--- src/logic/core_pkg.sv ---
package core_pkg;

    typedef logic [31:0] word_t;     // data, immediate or instruction
    typedef logic [31:0] addr_t;     // byte address or pc
    typedef logic [4:0]  reg_addr_t;
    typedef logic [7:0]  ctrl_t;     // packed control word

    // bit positions inside ctrl_t
    localparam int CTRL_BRANCH   = 0;
    localparam int CTRL_MEMREAD  = 1;
    localparam int CTRL_MEMTOREG = 2;
    localparam int CTRL_ALUOP_LO = 3;  // two bits wide
    localparam int CTRL_MEMWRITE = 5;
    localparam int CTRL_ALUSRC   = 6;
    localparam int CTRL_REGWRITE = 7;

    typedef enum logic [1:0] {
        ALU_ADD = 2'b00,
        ALU_SUB = 2'b01,
        ALU_SLL = 2'b10
    } alu_op_t;

    // rv32i major opcodes
    localparam logic [6:0] OP_IMM    = 7'b0010011;
    localparam logic [6:0] OP_LOAD   = 7'b0000011;
    localparam logic [6:0] OP_STORE  = 7'b0100011;
    localparam logic [6:0] OP_BRANCH = 7'b1100011;
    localparam logic [6:0] OP_JAL    = 7'b1101111;
    localparam logic [6:0] OP_AUIPC  = 7'b0010111;
    localparam logic [6:0] OP_REG    = 7'b0110011;

    localparam word_t NOP_WORD = 32'h0000_0013;  // addi x0,x0,0

endpackage
--- src/logic/reg_file.sv ---
`timescale 1ns/1ps

module reg_file (
    input  logic                clk_cpu,
    input  logic                rstn,
    input  core_pkg::reg_addr_t a_addr,
    input  core_pkg::reg_addr_t b_addr,
    output core_pkg::word_t     a_data,
    output core_pkg::word_t     b_data,
    input  logic                wb_en,
    input  core_pkg::reg_addr_t wb_rd,
    input  core_pkg::word_t     wb_data
);

    core_pkg::word_t regs [32];
    logic            wr_ok;

    assign wr_ok = wb_en && (wb_rd != '0);   // x0 stays zero

    always_ff @(posedge clk_cpu or negedge rstn) begin
        if (!rstn) begin
            for (int i = 0; i < 32; i++) begin
                regs[i] <= '0;
            end
        end else if (wr_ok) begin
            regs[wb_rd] <= wb_data;
        end
    end

    // same-cycle write shows through to the readers
    assign a_data = (wr_ok && wb_rd == a_addr) ? wb_data : regs[a_addr];
    assign b_data = (wr_ok && wb_rd == b_addr) ? wb_data : regs[b_addr];

endmodule

--- config.mk ---
export PLATFORM = sky130hd
export DESIGN_NAME = reg_file
export DESIGN_NICKNAME = d
export VERILOG_FILES = /design/src/logic/core_pkg.sv /design/src/logic/reg_file.sv
export SDC_FILE = /design/constraint.sdc
export NUM_CORES = 2
export LEC_CHECK = 0
export ABC_AREA = 0
export BUFFER_PORTS_ARGS = -buffer_cell sky130_fd_sc_hd__buf_2
export CAP_MARGIN = 20
export CORE_MARGIN = 5
export CORE_UTILIZATION = 55
export DETAILED_ROUTE_END_ITERATION = 6
export GPL_ROUTABILITY_DRIVEN = 0
export PLACE_DENSITY = 0.71
export SYNTH_ARGS = -nofsm -noshare
export SYNTH_HDL_FRONTEND = slang
export SYNTH_SLANG_ARGS = --single-unit
export TNS_END_PERCENT = 10
--- constraint.sdc ---
create_clock -name clk_cpu -period 2.7 [get_ports clk_cpu]
set_input_delay 0.405 -clock clk_cpu [delete_from_list [all_inputs] [get_ports clk_cpu]]
set_output_delay 0.405 -clock clk_cpu [all_outputs]
set_load 0.02 [all_outputs]
Word level (Yosys, flattened, before mapping)
Cells that the tools add are included.

operators by class
  magnitude comparators = 4
  equality and inequality tests = 2
  muxes and demuxes = 11
  bitwise gates (word level) = 3
  reductions and logical operators = 5

operator list
  operator            count
  $bwmux 1024         1
  $bmux 32 s5         2
  $mux 32             7
  $demux 32 s5        1
  $ge 6x6->1 const B  3
  $not 5->6           3
  $eq 5x5->1          2
  $lt 6x1->1 const B  1
  $reduce_bool 5->1   1
  $logic_and 1x1->1   4

word-level totals
  bits in registers = 1024
  input port bits = 50
  output and inout bits = 64
  word-level logic and storage cells = 57

Depth between registers and ports, before layout
  word-level depth = 6
  gate-level depth with buffers = 8
  mapped depth without buffers = 5

Worst setup path before layout
Ideal clock, no wire load.

  path kind = input port to output port
  start = in b_addr[0]
  end = out b_data[29]
  arrival time = 2113 ps
  required time = 2295 ps
  slack = 182 ps
  stages = 7
  buffers on the path = 3
  cell sequence = buf_2 -> buf_4 -> buf_4 -> mux4_2 -> o22ai_1 -> or4_1 -> o21ai_1

on the way
  cells in the longest elaborated chain, start to end = 5

RTL lines
  element                                      RTL line        text
  from (decl)                                  reg_file.sv:7   input core_pkg::reg_addr_t b_addr,
  $not 5->6 (implied by the code)              reg_file.sv:32  assign b_data = (wr_ok && wb_rd == b_addr) ? wb_data : regs[b_addr];
  $bmux 32 s5                                  reg_file.sv:32
  $mux 32 (implied by the code) (2 in series)  reg_file.sv:32
  $mux 32 *                                    reg_file.sv:32
  to (decl)                                    reg_file.sv:9   output core_pkg::word_t b_data,

Mark *: on every way between the ends. The rest lies on a longest branch, timed or not. The select of a mux whose other input is x is not followed.

Final worst setup path
  start = reg regs[734] (netlist bit)
  end = out a_data[30]

on the way
  cells in the longest elaborated chain, start to end = 4

RTL lines
  element                                      RTL line        text
  from (decl)                                  reg_file.sv:15  core_pkg::word_t regs [32];
  from (signal, indexed assignment)            reg_file.sv:26  regs[wb_rd] <= wb_data;
  $bmux 32 s5                                  reg_file.sv:31  assign a_data = (wr_ok && wb_rd == a_addr) ? wb_data : regs[a_addr];
  $mux 32 (implied by the code) (2 in series)  reg_file.sv:31
  $mux 32                                      reg_file.sv:31
  to (decl)                                    reg_file.sv:8   output core_pkg::word_t a_data,

No other way between the ends. The select of a mux whose other input is x is not followed.

==> summary.txt <==
Run status
  • Outcome: complete, but fails checks
  • Failing checks: setup timing

Placement
  • Dpl hpwl: 105 mm
  • # port buffers: 113
  • Post-place setup slack: -184 ps

Final layout
  • Max FFs per register: 1024
  • Storage cell area: 0.0256 mm²
  • Multi-input gate area: 0.0265 mm²
  • Layout area overhead: 17.7%
  • Final Net Count: 3674
  • Biggest register: regs
  • Core Util, Final: 65.1%
  • Largest regs: regs x1024
  • Layout cells sized above 1: 51.3%
  • FILL cells: 6545

Logic synthesis
  • EDFF count, synth: 0
  • Seq/Total Area, Yosys: 47.9%
  • Mean cell area of the mapped netlist: 15.3 µm²
  • Synth Net Count: 3533
  • Yosys reg bits: 1024
  • Syn Inst Count: 3483
  • Netlist cell types: 41
  • Synth area leaders: dfrtp_1 48%, mux4_2 22%, mux2_2 13%
  • Syn. warnings: 0
  • Post-synth ARST share: 100%
  • Synth top area share: 47.9%
  • Mapped cell area: 0.0534 mm²
  • Most common flop cell mapped by yosys: dfrtp_1
  • Cell taking the most area after synthesis: dfrtp_1

Power
  • P per Cell Area: 726 mW/mm²
  • Tot Pwr: 0.0457 W
  • Leakage: 27.3 nW
  • Max IR drop VDD: 514 µV

Drt
  • DRC violations left: 0
  • Initial DRC count: 4425
  • Total number of vias: 36.2k
  • DRT Pass-1 Iters: 7
  • Final wirelength: 174 mm
  • Final ANT Viol Nets: 0
  • Vias per Instance: 7.24
  • Wire per inst: 34.8 µm

Floorplanning
  • Chip Width: 322 µm
  • Site row count: 114
  • Full die area: 0.104 mm²
  • Starting Density: 55.3%
  • Die Y: 322 µm
  • Core area: 0.0966 mm²
  • IO Pins: 114

STA
  • Crit path time final: 3110 ps
  • RSZ-0062 raised after global routing: yes
  • Final setup viols: 25
  • Fin crit share: 115%
  • Slew Viols, Final: 0
  • Worst hold margin: 84.2 ps
  • Number of hold violations in the final report: 0
  • Slew @ Worst Pin: 711 ps
  • Worst slew margin: 52.5%
  • Worst Skew: 0 ps
  • Max Freq: 322 MHz
  • Final setup margin: -408 ps

Setup path
  • Critical path's most frequent cell: mux4_2
  • Worst Setup Path Type: register to output pin
  • Worst-path cell chain: mux4_2 > mux4_2 > nand2_2 > nand3_2 > mux2_4 > buf_6
  • Crit-path max cell delay: 480 ps
  • Crit path max-delay cell type: mux4_2
  • Worst Setup End Kind: output pin
  • Setup crit start kind: register
  • WP data required: 2300 ps
  • CP Max Fanout: 3
  • CP Data Arrival Time: 2700 ps

Global route
  • Overflow after GRT: 0
  • Initial antenna violation count: 5
  • Gr usage total: 33.5%
  • First-pass GRT wire length: 257 mm
  • Largest net degree at the start of global routing: 74
  • Vias in the first global route: 38.2k

Run
  • Max_cap viols: 0

Clock tree
  • Number of CTS-inserted buffers: 109
  • Clk pin slew, worst setup/hold paths: 60 ps
  • Clock tree from TritonCTS: yes
  • TritonCTS Sinks: 1024
  • Htree depth: 3
  • Worst skew pair latency: 690 ps
  • CTS Root Cell: clkbuf_16
  • Clk buf depth: 3

Min path
  • Hold Path Class: input port to register
## timing repair
item / CTS / global route
cloned: 0 / 3
hold buffers: 1 / 0
pin swaps: 16 / 20
resized for setup: 129 / 80
setup endpoints to repair: 59 / 63
setup buffers: 6 / 6
endpoints found under the hold margin: 44 / 0
## cells by family after synthesis
group | share of synthesized area (%)
xor+xnor | 0.164
buf+inv | 3.62
flops | 47.9
simple gates | 2.07
compound gates | 3.64
mux | 42.6
## metal layers
layer  GRT usage, %  share of wire [%]
met1           46.6                 38
met4           14.9                5.3
met3           8.83                 11
met2           50.4                 45
met5              0              0.015
## worst paths after layout
check                      cells after the start          to  slack [ps]         from
max reg2reg                                    2   regs[888]        1730    regs[888]
min                                            2   regs[109]          80  wb_data[13]
min in group asynchronous                      2   regs[627]         270         rstn
max in group asynchronous                      3   regs[617]        1300         rstn
min reg2reg                                    0  regs[1014]         390   regs[1014]
max                                            6  a_data[30]        -410    regs[734]
## metrics by stage
| step | TNS [ps] | cells | area (µm²) |
|---|---|---|---|
| final | -1710 | 5001 | 62900 |
| after CTS | -2680 | 4987 | 62400 |
| after detailed placement | -3470 | 4776 | 58100 |
| after floorplan | 0 | 3483 | 53400 |
| after global placement | -2950 | 4776 | 58100 |
| after global routing | -3630 | 4994 | 62900 |
## final cells by class
cell class	count	share of cell area [%]
tap	1276	2.54
sequential	1024	40.7
antenna	7	0.0278
clock inverter	54	0.951
clock buffer	151	5.08
timing repair buffer	442	8.48
inverter	3	0.0179
multi-input combinational	2044	42.2
## cell usage after synthesis, drive strengths merged (3+ instances only)
library cell  number
nor3b              4
nor2              22
o21ai             62
clkbuf           221
buf              191
o22ai            248
dfrtp           1024
nor2b              3
xnor2              6
mux2             993
mux2i              6
nand3             10
nand2             83
or4               62
inv                3
mux4             511
nand3b             7
or3                3
xor2               4
## cell usage in the layout, fill, tap and decap left out, types with 4 or more instances in the layout
cell type	count
dfrtp_1	1024
mux2_2	629
mux4_2	511
mux2_1	363
o22ai_1	239
buf_4	205
buf_12	143
clkbuf_16	114
nand2_1	63
buf_2	46
or4_1	34
buf_6	34
o21ai_2	33
or4_4	28
clkinv_2	27
clkbuf_8	27
nand2_2	20
o21ai_1	18
nor2_4	16
clkbuf_1	13
o21ai_4	11
bufinv_16	11
o22ai_2	9
diode_2	7
nand3b_1	7
buf_16	7
mux2i_1	6
nand3_2	6
nor2_1	6
xnor2_1	6
clkinvlp_4	6
inv_6	5
clkinv_4	5
nand3_1	4
xor2_1	4
nor3b_1	4
## worst max-delay path, delay by kind of cell, from the launching register on
kind                   cells  cell delay (ps)
buffers and inverters      1              140
flip-flops                 1              400
multiplexers               3             1280
AND/OR/NAND/NOR            2              190
## where the power goes
group          leakage (nW)  internal, W  total (W)  switching [W]
registers              13.1       0.0183     0.0205        0.00225
clock network          1.88      0.00932     0.0158        0.00646
logic                  12.3      0.00570    0.00938        0.00368
Power figures use the tool's default switching activity.
