File: config.mk
export PLATFORM = sky130hd
export DESIGN_NAME = decode_stage
export DESIGN_NICKNAME = d
export VERILOG_FILES = /design/src/logic/core_pkg.sv /design/src/logic/decode_stage.sv
export SDC_FILE = /design/constraint.sdc
export NUM_CORES = 1
export LEC_CHECK = 0
export ABC_AREA = 1
export ABC_CLOCK_PERIOD_IN_PS = 1600
export BUFFER_PORTS_ARGS = -buffer_cell sky130_fd_sc_hd__buf_2
export CAP_MARGIN = 30
export CORE_ASPECT_RATIO = 1.4
export CORE_UTILIZATION = 30
export DETAILED_ROUTE_END_ITERATION = 6
export HOLD_SLACK_MARGIN = 0.12
export PLACE_DENSITY = 0.57
export SLEW_MARGIN = 20
export SYNTH_ARGS = -nofsm -noshare
export SYNTH_HDL_FRONTEND = slang
export SYNTH_SLANG_ARGS = --single-unit
export TNS_END_PERCENT = 50
File: constraint.sdc
create_clock -name clk_cpu -period 1.6 [get_ports clk_cpu]
set_input_delay 0.4 -clock clk_cpu [delete_from_list [all_inputs] [get_ports clk_cpu]]
set_output_delay 0.4 -clock clk_cpu [all_outputs]
set_load 0.01 [all_outputs]
File: src/logic/core_pkg.sv
package core_pkg;

    typedef logic [31:0] word_t;     // data, immediate or instruction
    typedef logic [31:0] addr_t;     // byte address or pc
    typedef logic [4:0]  reg_addr_t;
    typedef logic [7:0]  ctrl_t;     // packed control word

    // bit positions inside ctrl_t
    localparam int CTRL_BRANCH   = 0;
    localparam int CTRL_MEMREAD  = 1;
    localparam int CTRL_MEMTOREG = 2;
    localparam int CTRL_ALUOP_LO = 3;  // two bits wide
    localparam int CTRL_MEMWRITE = 5;
    localparam int CTRL_ALUSRC   = 6;
    localparam int CTRL_REGWRITE = 7;

    typedef enum logic [1:0] {
        ALU_ADD = 2'b00,
        ALU_SUB = 2'b01,
        ALU_SLL = 2'b10
    } alu_op_t;

    // rv32i major opcodes
    localparam logic [6:0] OP_IMM    = 7'b0010011;
    localparam logic [6:0] OP_LOAD   = 7'b0000011;
    localparam logic [6:0] OP_STORE  = 7'b0100011;
    localparam logic [6:0] OP_BRANCH = 7'b1100011;
    localparam logic [6:0] OP_JAL    = 7'b1101111;
    localparam logic [6:0] OP_AUIPC  = 7'b0010111;
    localparam logic [6:0] OP_REG    = 7'b0110011;

    localparam word_t NOP_WORD = 32'h0000_0013;  // addi x0,x0,0

endpackage
File: src/logic/decode_stage.sv
`timescale 1ns/1ps

module decode_stage (
    input  logic                clk_cpu,
    input  logic                rstn,
    input  core_pkg::addr_t     pcd,
    input  core_pkg::word_t     ir,
    input  logic                redirect,
    output core_pkg::addr_t     pce,
    output core_pkg::word_t     ire,
    output core_pkg::reg_addr_t a_addr,
    output core_pkg::reg_addr_t b_addr,
    output core_pkg::word_t     imm,
    output core_pkg::ctrl_t     ctr,
    output core_pkg::ctrl_t     ctrm,
    output core_pkg::ctrl_t     ctrw
);

    logic [2:0]      funct3;
    core_pkg::word_t i_imm;
    core_pkg::word_t s_imm;
    core_pkg::word_t b_imm;
    core_pkg::word_t j_imm;
    core_pkg::word_t u_imm;
    core_pkg::word_t imm_next;
    core_pkg::ctrl_t ctr_next;

    assign funct3 = ir[14:12];

    // immediate formats, all sign extended except u
    assign i_imm = {{20{ir[31]}}, ir[31:20]};
    assign s_imm = {{20{ir[31]}}, ir[31:25], ir[11:7]};
    assign b_imm = {{19{ir[31]}}, ir[31], ir[7], ir[30:25], ir[11:8], 1'b0};
    assign j_imm = {{11{ir[31]}}, ir[31], ir[19:12], ir[20], ir[30:21], 1'b0};
    assign u_imm = {ir[31:12], 12'h000};

    always_comb begin
        ctr_next = '0;      // unknown encodings become bubbles
        imm_next = '0;
        case (ir[6:0])
            core_pkg::OP_IMM: begin
                if (funct3 == 3'b000) begin                 // addi
                    imm_next = i_imm;
                    ctr_next[core_pkg::CTRL_ALUSRC]   = 1'b1;
                    ctr_next[core_pkg::CTRL_REGWRITE] = 1'b1;
                end else if (funct3 == 3'b001) begin        // slli
                    imm_next = {27'h0, ir[24:20]};
                    ctr_next[core_pkg::CTRL_ALUOP_LO +: 2] = core_pkg::ALU_SLL;
                    ctr_next[core_pkg::CTRL_ALUSRC]   = 1'b1;
                    ctr_next[core_pkg::CTRL_REGWRITE] = 1'b1;
                end
            end
            core_pkg::OP_LOAD: begin                        // lw
                imm_next = i_imm;
                ctr_next[core_pkg::CTRL_MEMREAD]  = 1'b1;
                ctr_next[core_pkg::CTRL_MEMTOREG] = 1'b1;
                ctr_next[core_pkg::CTRL_ALUSRC]   = 1'b1;
                ctr_next[core_pkg::CTRL_REGWRITE] = 1'b1;
            end
            core_pkg::OP_STORE: begin                       // sw
                imm_next = s_imm;
                ctr_next[core_pkg::CTRL_MEMWRITE] = 1'b1;
                ctr_next[core_pkg::CTRL_ALUSRC]   = 1'b1;
            end
            core_pkg::OP_BRANCH: begin
                if (funct3 inside {3'b000, 3'b001, 3'b100, 3'b101}) begin
                    imm_next = b_imm;
                    ctr_next[core_pkg::CTRL_BRANCH] = 1'b1;
                end
            end
            core_pkg::OP_JAL: begin                         // branch bit plus link write
                imm_next = j_imm;
                ctr_next[core_pkg::CTRL_BRANCH]   = 1'b1;
                ctr_next[core_pkg::CTRL_REGWRITE] = 1'b1;
            end
            core_pkg::OP_AUIPC: begin
                imm_next = u_imm;
                ctr_next[core_pkg::CTRL_ALUSRC]   = 1'b1;
                ctr_next[core_pkg::CTRL_REGWRITE] = 1'b1;
            end
            core_pkg::OP_REG: begin
                if (funct3 == 3'b000) begin                 // add or sub by funct7
                    if (ir[30]) begin
                        ctr_next[core_pkg::CTRL_ALUOP_LO +: 2] = core_pkg::ALU_SUB;
                    end
                    ctr_next[core_pkg::CTRL_REGWRITE] = 1'b1;
                end
            end
            default: begin
                ctr_next = '0;
            end
        endcase
    end

    // control delay line, one copy per later stage
    always_ff @(posedge clk_cpu or negedge rstn) begin
        if (!rstn) begin
            ctr  <= '0;
            ctrm <= '0;
            ctrw <= '0;
        end else begin
            ctr  <= redirect ? '0 : ctr_next;   // squash the decode slot
            ctrm <= ctr;
            ctrw <= ctrm;
        end
    end

    always_ff @(posedge clk_cpu) begin
        pce    <= pcd;
        ire    <= redirect ? core_pkg::NOP_WORD : ir;
        a_addr <= ir[19:15];
        b_addr <= ir[24:20];
        imm    <= imm_next;
    end

endmodule

* Word-level counts from Yosys, hierarchy flattened
Cells that the tools add are included.
** Storage, ports and cells
- Logic and storage cells :: 41
- Input bits :: 67
- Flip-flop bits (word level) :: 130
- Output and inout port bits :: 130
** Operators by class
- Mux-type cells :: 19
- Reductions and logical operators :: 4
- Equal/unequal tests :: 10
** Operators by type and width (count)
- one-hot mux 32 bit (6 select lines) :: 1
- two-way mux 32 bit :: 2
- equality test 7 x 5 -> 1 bit, second input constant :: 2
- equality test 7 x 6 -> 1 bit, second input constant :: 2
- equality test 7 bit, second input constant :: 2
- two-way mux 2 bit :: 6
- two-way mux 8 bit :: 1
- equality test 7 x 2 -> 1 bit, second input constant :: 1
- equality test 3 bit, second input constant :: 2
- OR reduction 3 bit :: 2
- two-way mux 5 bit :: 1
- two-way mux 1 bit :: 4
- one-hot mux 1 bit (2 select lines) :: 2
- one-hot mux 2 bit (2 select lines) :: 1
- nonzero test 4 bit :: 1
- equality test 3 x 1 -> 1 bit, second input constant :: 1
- logical NOT 3 bit :: 1
- one-hot mux 1 bit (3 select lines) :: 1

* Logic depth before layout (Yosys ltp)
- Depth in word-level cells :: 5
- Mapped depth :: 8
- Gate-level depth less buffers :: 7

* Least setup slack after synthesis
Ideal clock, no wire load.
- Path kind :: input port to flip-flop
- From :: input ir[12]
- To :: register imm[12]
- Stages :: 6
- Library setup time :: 0.058 ns
- Path slack :: 0.315 ns
- Data required time :: 1.542 ns
- Data arrival time :: 1.227 ns
- Path through :: nor3_2 nand2_1 o21ai_2 inv_2 buf_6 nand2_1
** Between the ends
- Word-level cells in the longest chain between the ends :: 4
** RTL lines
- start, declared :: line decode_stage.sv:7 : input core_pkg::word_t ir,
- equality test 3 x 1 -> 1 bit (tied with other cells) :: line decode_stage.sv:66 : if (funct3 inside {3'b000, 3'b001, 3'b100, 3'b101}) begin
- nonzero test 4 bit :: line decode_stage.sv:66
- two-way mux 32 bit :: line decode_stage.sv:66
- one-hot mux 32 bit (6 select lines) (*) :: line decode_stage.sv:40 : case (ir[6:0])
- net imm_next[12] :: line decode_stage.sv:25 : core_pkg::word_t imm_next;
- end signal, assigned :: line decode_stage.sv:113 : imm <= imm_next;
- end, declared :: line decode_stage.sv:13 : output core_pkg::word_t imm,
Mark *: on every way through the listed nets, which the timed path passes. The rest lies on a longest branch.
A chain may end at the register's enable or synchronous reset.

* Final worst setup path
- From :: register ctr[2]
- To :: output ctr[2]
** RTL lines
- start, declared :: line decode_stage.sv:14 : output core_pkg::ctrl_t ctr,
- start signal, assigned :: line decode_stage.sv:102 : ctr <= redirect ? '0 : ctr_next;
No word-level cell between the ends.

==> flow_summary.ini <==
[sta]
fin_crit_sh_pct = 85.8
tightest_slew_ps = 466
layout_min_cycle_time_ps = 1370
setup_tns_ps = 0
slew_viol_final = 0
skew_ps = 3.78
fmaxAchievable_mhz = 729
hold_viol = 0
rsz0062_at_grt = no
setup_viol = 0
slew-limit-headroom_pct = 69.0

[logic_synthesis]
syn_avg_cell_area_um2 = 9.19
syn-num-nets = 507
synth.distinct_cells = 23
yosysWarnings = 0
syn_area_mm2 = 0.00405
ys_ff_latch = 127
syn_inst = 440
ys_seq_area_share_pct = 65.5

[finish]
diodes = 0
drive_gt1_share_pct = 38.8
area.sequential_mm2 = 0.00265
multi_input_area_mm2 = 0.00112
final_cells = 877
nFillCells = 1220
final_nets = 753
syn2layout_area_growth_pct = 53.7

[floorplan]
fp.dieW_um = 100
die_height_um = 139
coreArea_mm2 = 0.0130
die-area_mm2 = 0.0140
pin_count = 197
num_rows = 49
start_util_pct = 31.1

[place]
placed_cells = 812
hpwlAfterDp_um = 9080
gp_congestion = 0.835
numPortBuffers = 196

[hold_path]
hold_path_depth = 1
hold_class = in2reg

[detailed_routing]
wl_met2_um = 6520
wl_um = 12500
top_layer = met5
m1WireLength_um = 4680
vias = 3789
ant_nets = 0
drc = 0
vias_per_cell = 4.32
dr_wl_met3_um = 1100
drtIter0Drc = 188
drt-pass1-iter-count = 4
wl_per_cell_um = 14.2

[setup_path]
cp.required_ps = 1200
critPathMaxStageDelay_ps = 410
critPathSlowestCell = dfrtp_1
critical_path.top_delay_family = flip-flops
crit_fanout = 3
r2r_cells = 0
path_depth = 1
worstSetupStartpointType = flip-flop
cp_cell_sequence = buf_2
worst-path-buf-inv = 1
criticalPathCategory = reg2out
endpoint_kind = output pin
arrival_ps = 970

[clocking]
clkTransAtPathRegs_ps = 60
cts_tree = done
cts_max_level = 4
cts-root-buf = clkbuf_16
worst_skew_pair.late_latency_ps = 410
clock_path_buffers = 2
numClockSinks = 127
cts_made_buffers = 17
post-cts-setup-buffers = 0

[global_routing]
grt_pass1_wl_um = 19200
grt_pass1_vias = 3788
gr-total-overflow = 0
antenna_found_initial = 2
grt_max_degree = 23
track_usage_pct = 18.2

[flow_run]
cap_violations = 0

[run_status]
status = complete, no violations

[power]
p_leak_nw = 3.43
ir_drop_v = 0.000539
p_per_area_mw_per_mm2 = 1210
[kinds of logic (layout without fill, tap and decap cells)]
group	Yosys count	count (layout)	synth area share, %
simple gates	229	229	24.9
flops	127	127	65.5
buf+inv	63	322	6.90
compound gates	21	21	2.78
[placed cells by master (no fill, tap or decap)]
cell type / n
or2_2: 2
nor2_1: 75
o21ai_0: 18
buf_4: 15
nand3_2: 2
nand3_1: 54
nand2_2: 5
dfxtp_1: 106
clkbuf_8: 1
clkinvlp_4: 3
inv_2: 5
inv_8: 2
dlygate4sd3_1: 33
nor3_2: 1
o21ai_2: 2
clkbuf_16: 18
nand2_1: 81
clkinv_4: 3
a21oi_1: 1
inv_6: 5
buf_2: 196
nand2_4: 1
nor3_1: 1
inv_1: 38
nor2_4: 1
nor2_8: 1
nor2_2: 5
buf_12: 3
dfrtp_1: 21
[synth_stat cells]
library cell	count	area share [%]
dfrtp_1	21	13
buf_2	7	0.87
buf_6	2	0.56
o21ai_0	18	2.2
nor2_2	4	0.62
nand3_2	2	0.49
buf_4	5	0.93
nor2_8	1	0.49
a21oi_1	1	0.12
o21ai_2	2	0.43
clkbuf_1	6	0.56
nand2_2	5	0.77
dfxtp_1	106	52
nor2_1	76	7.1
nor3_1	1	0.12
nor3_2	1	0.25
nand2_1	81	7.5
nand2_4	1	0.28
or2_2	2	0.31
inv_2	5	0.46
nor2_4	1	0.28
inv_1	38	3.5
nand3_1	54	6.7
[through the flow]
step           worst slack, ps  hold WS, ps  area, µm²  total power [W]  utilization (%)
6_report                   228          152       6220          0.00755             47.8
5_1_grt                    185          141       6220          0.00784             47.8
4_1_cts                    206          131       6220          0.00766             47.8
3_5_place_dp             -2.89          356       5310          0.00387             40.8
3_3_place_gp              46.8          353       5310          0.00386             40.8
2_1_floorplan              315          104       4050          0.00356                -
[metal layers]
metal | up-vias | GRT usage, %
met5 | - | 0
met1 | 1708 | 18.6
met2 | 207 | 33.5
met4 | 4 | 6.94
met3 | 19 | 6.08
li1 | 1851 | -
[final timing paths]
path	startpoint	slack, ps	end
worst max-delay path	ctr[2]	230	ctr[2]
max in group asynchronous	rstn	810	ctrw[0]
worst max register to register	ctr[2]	1070	ctrm[2]
worst min-delay path	ir[15]	150	a_addr[0]
min in group asynchronous	rstn	470	ctrm[5]
worst min register to register	ctrm[5]	370	ctrw[5]
[state kept, by name, indices dropped and copies added, names as in the netlist]
name	count
imm	32
ire	32
pce	32
ctr	7
ctrm	7
ctrw	7
a_addr	5
b_addr	5
[repair_timing]
action                     in CTS  in global routing
gates resized for setup         0                  0
setup endpoints to repair       0                  0
hold endpoints to repair       53                  0
hold buffers                   33                  0
[final cells by class]
| class | instances | share of cell area, % |
|---|---|---|
| clock buffer | 19 | 7.47 |
| clock inverter | 13 | 1.85 |
| inverter | 43 | 2.60 |
| multi-input combinational | 250 | 18.0 |
| sequential | 127 | 42.6 |
| tap | 178 | 3.58 |
| timing repair buffer | 247 | 23.9 |
[where the power goes]
group / switching (W) / leakage (nW) / internal, W / total (W)
Combinational: 0.000307 / 1.98 / 0.000241 / 0.000548
Clock: 0.00152 / 0.277 / 0.00217 / 0.00369
Sequential: 0.0000277 / 1.17 / 0.00328 / 0.00331
Note: power is estimated with default switching activity, not from simulation.
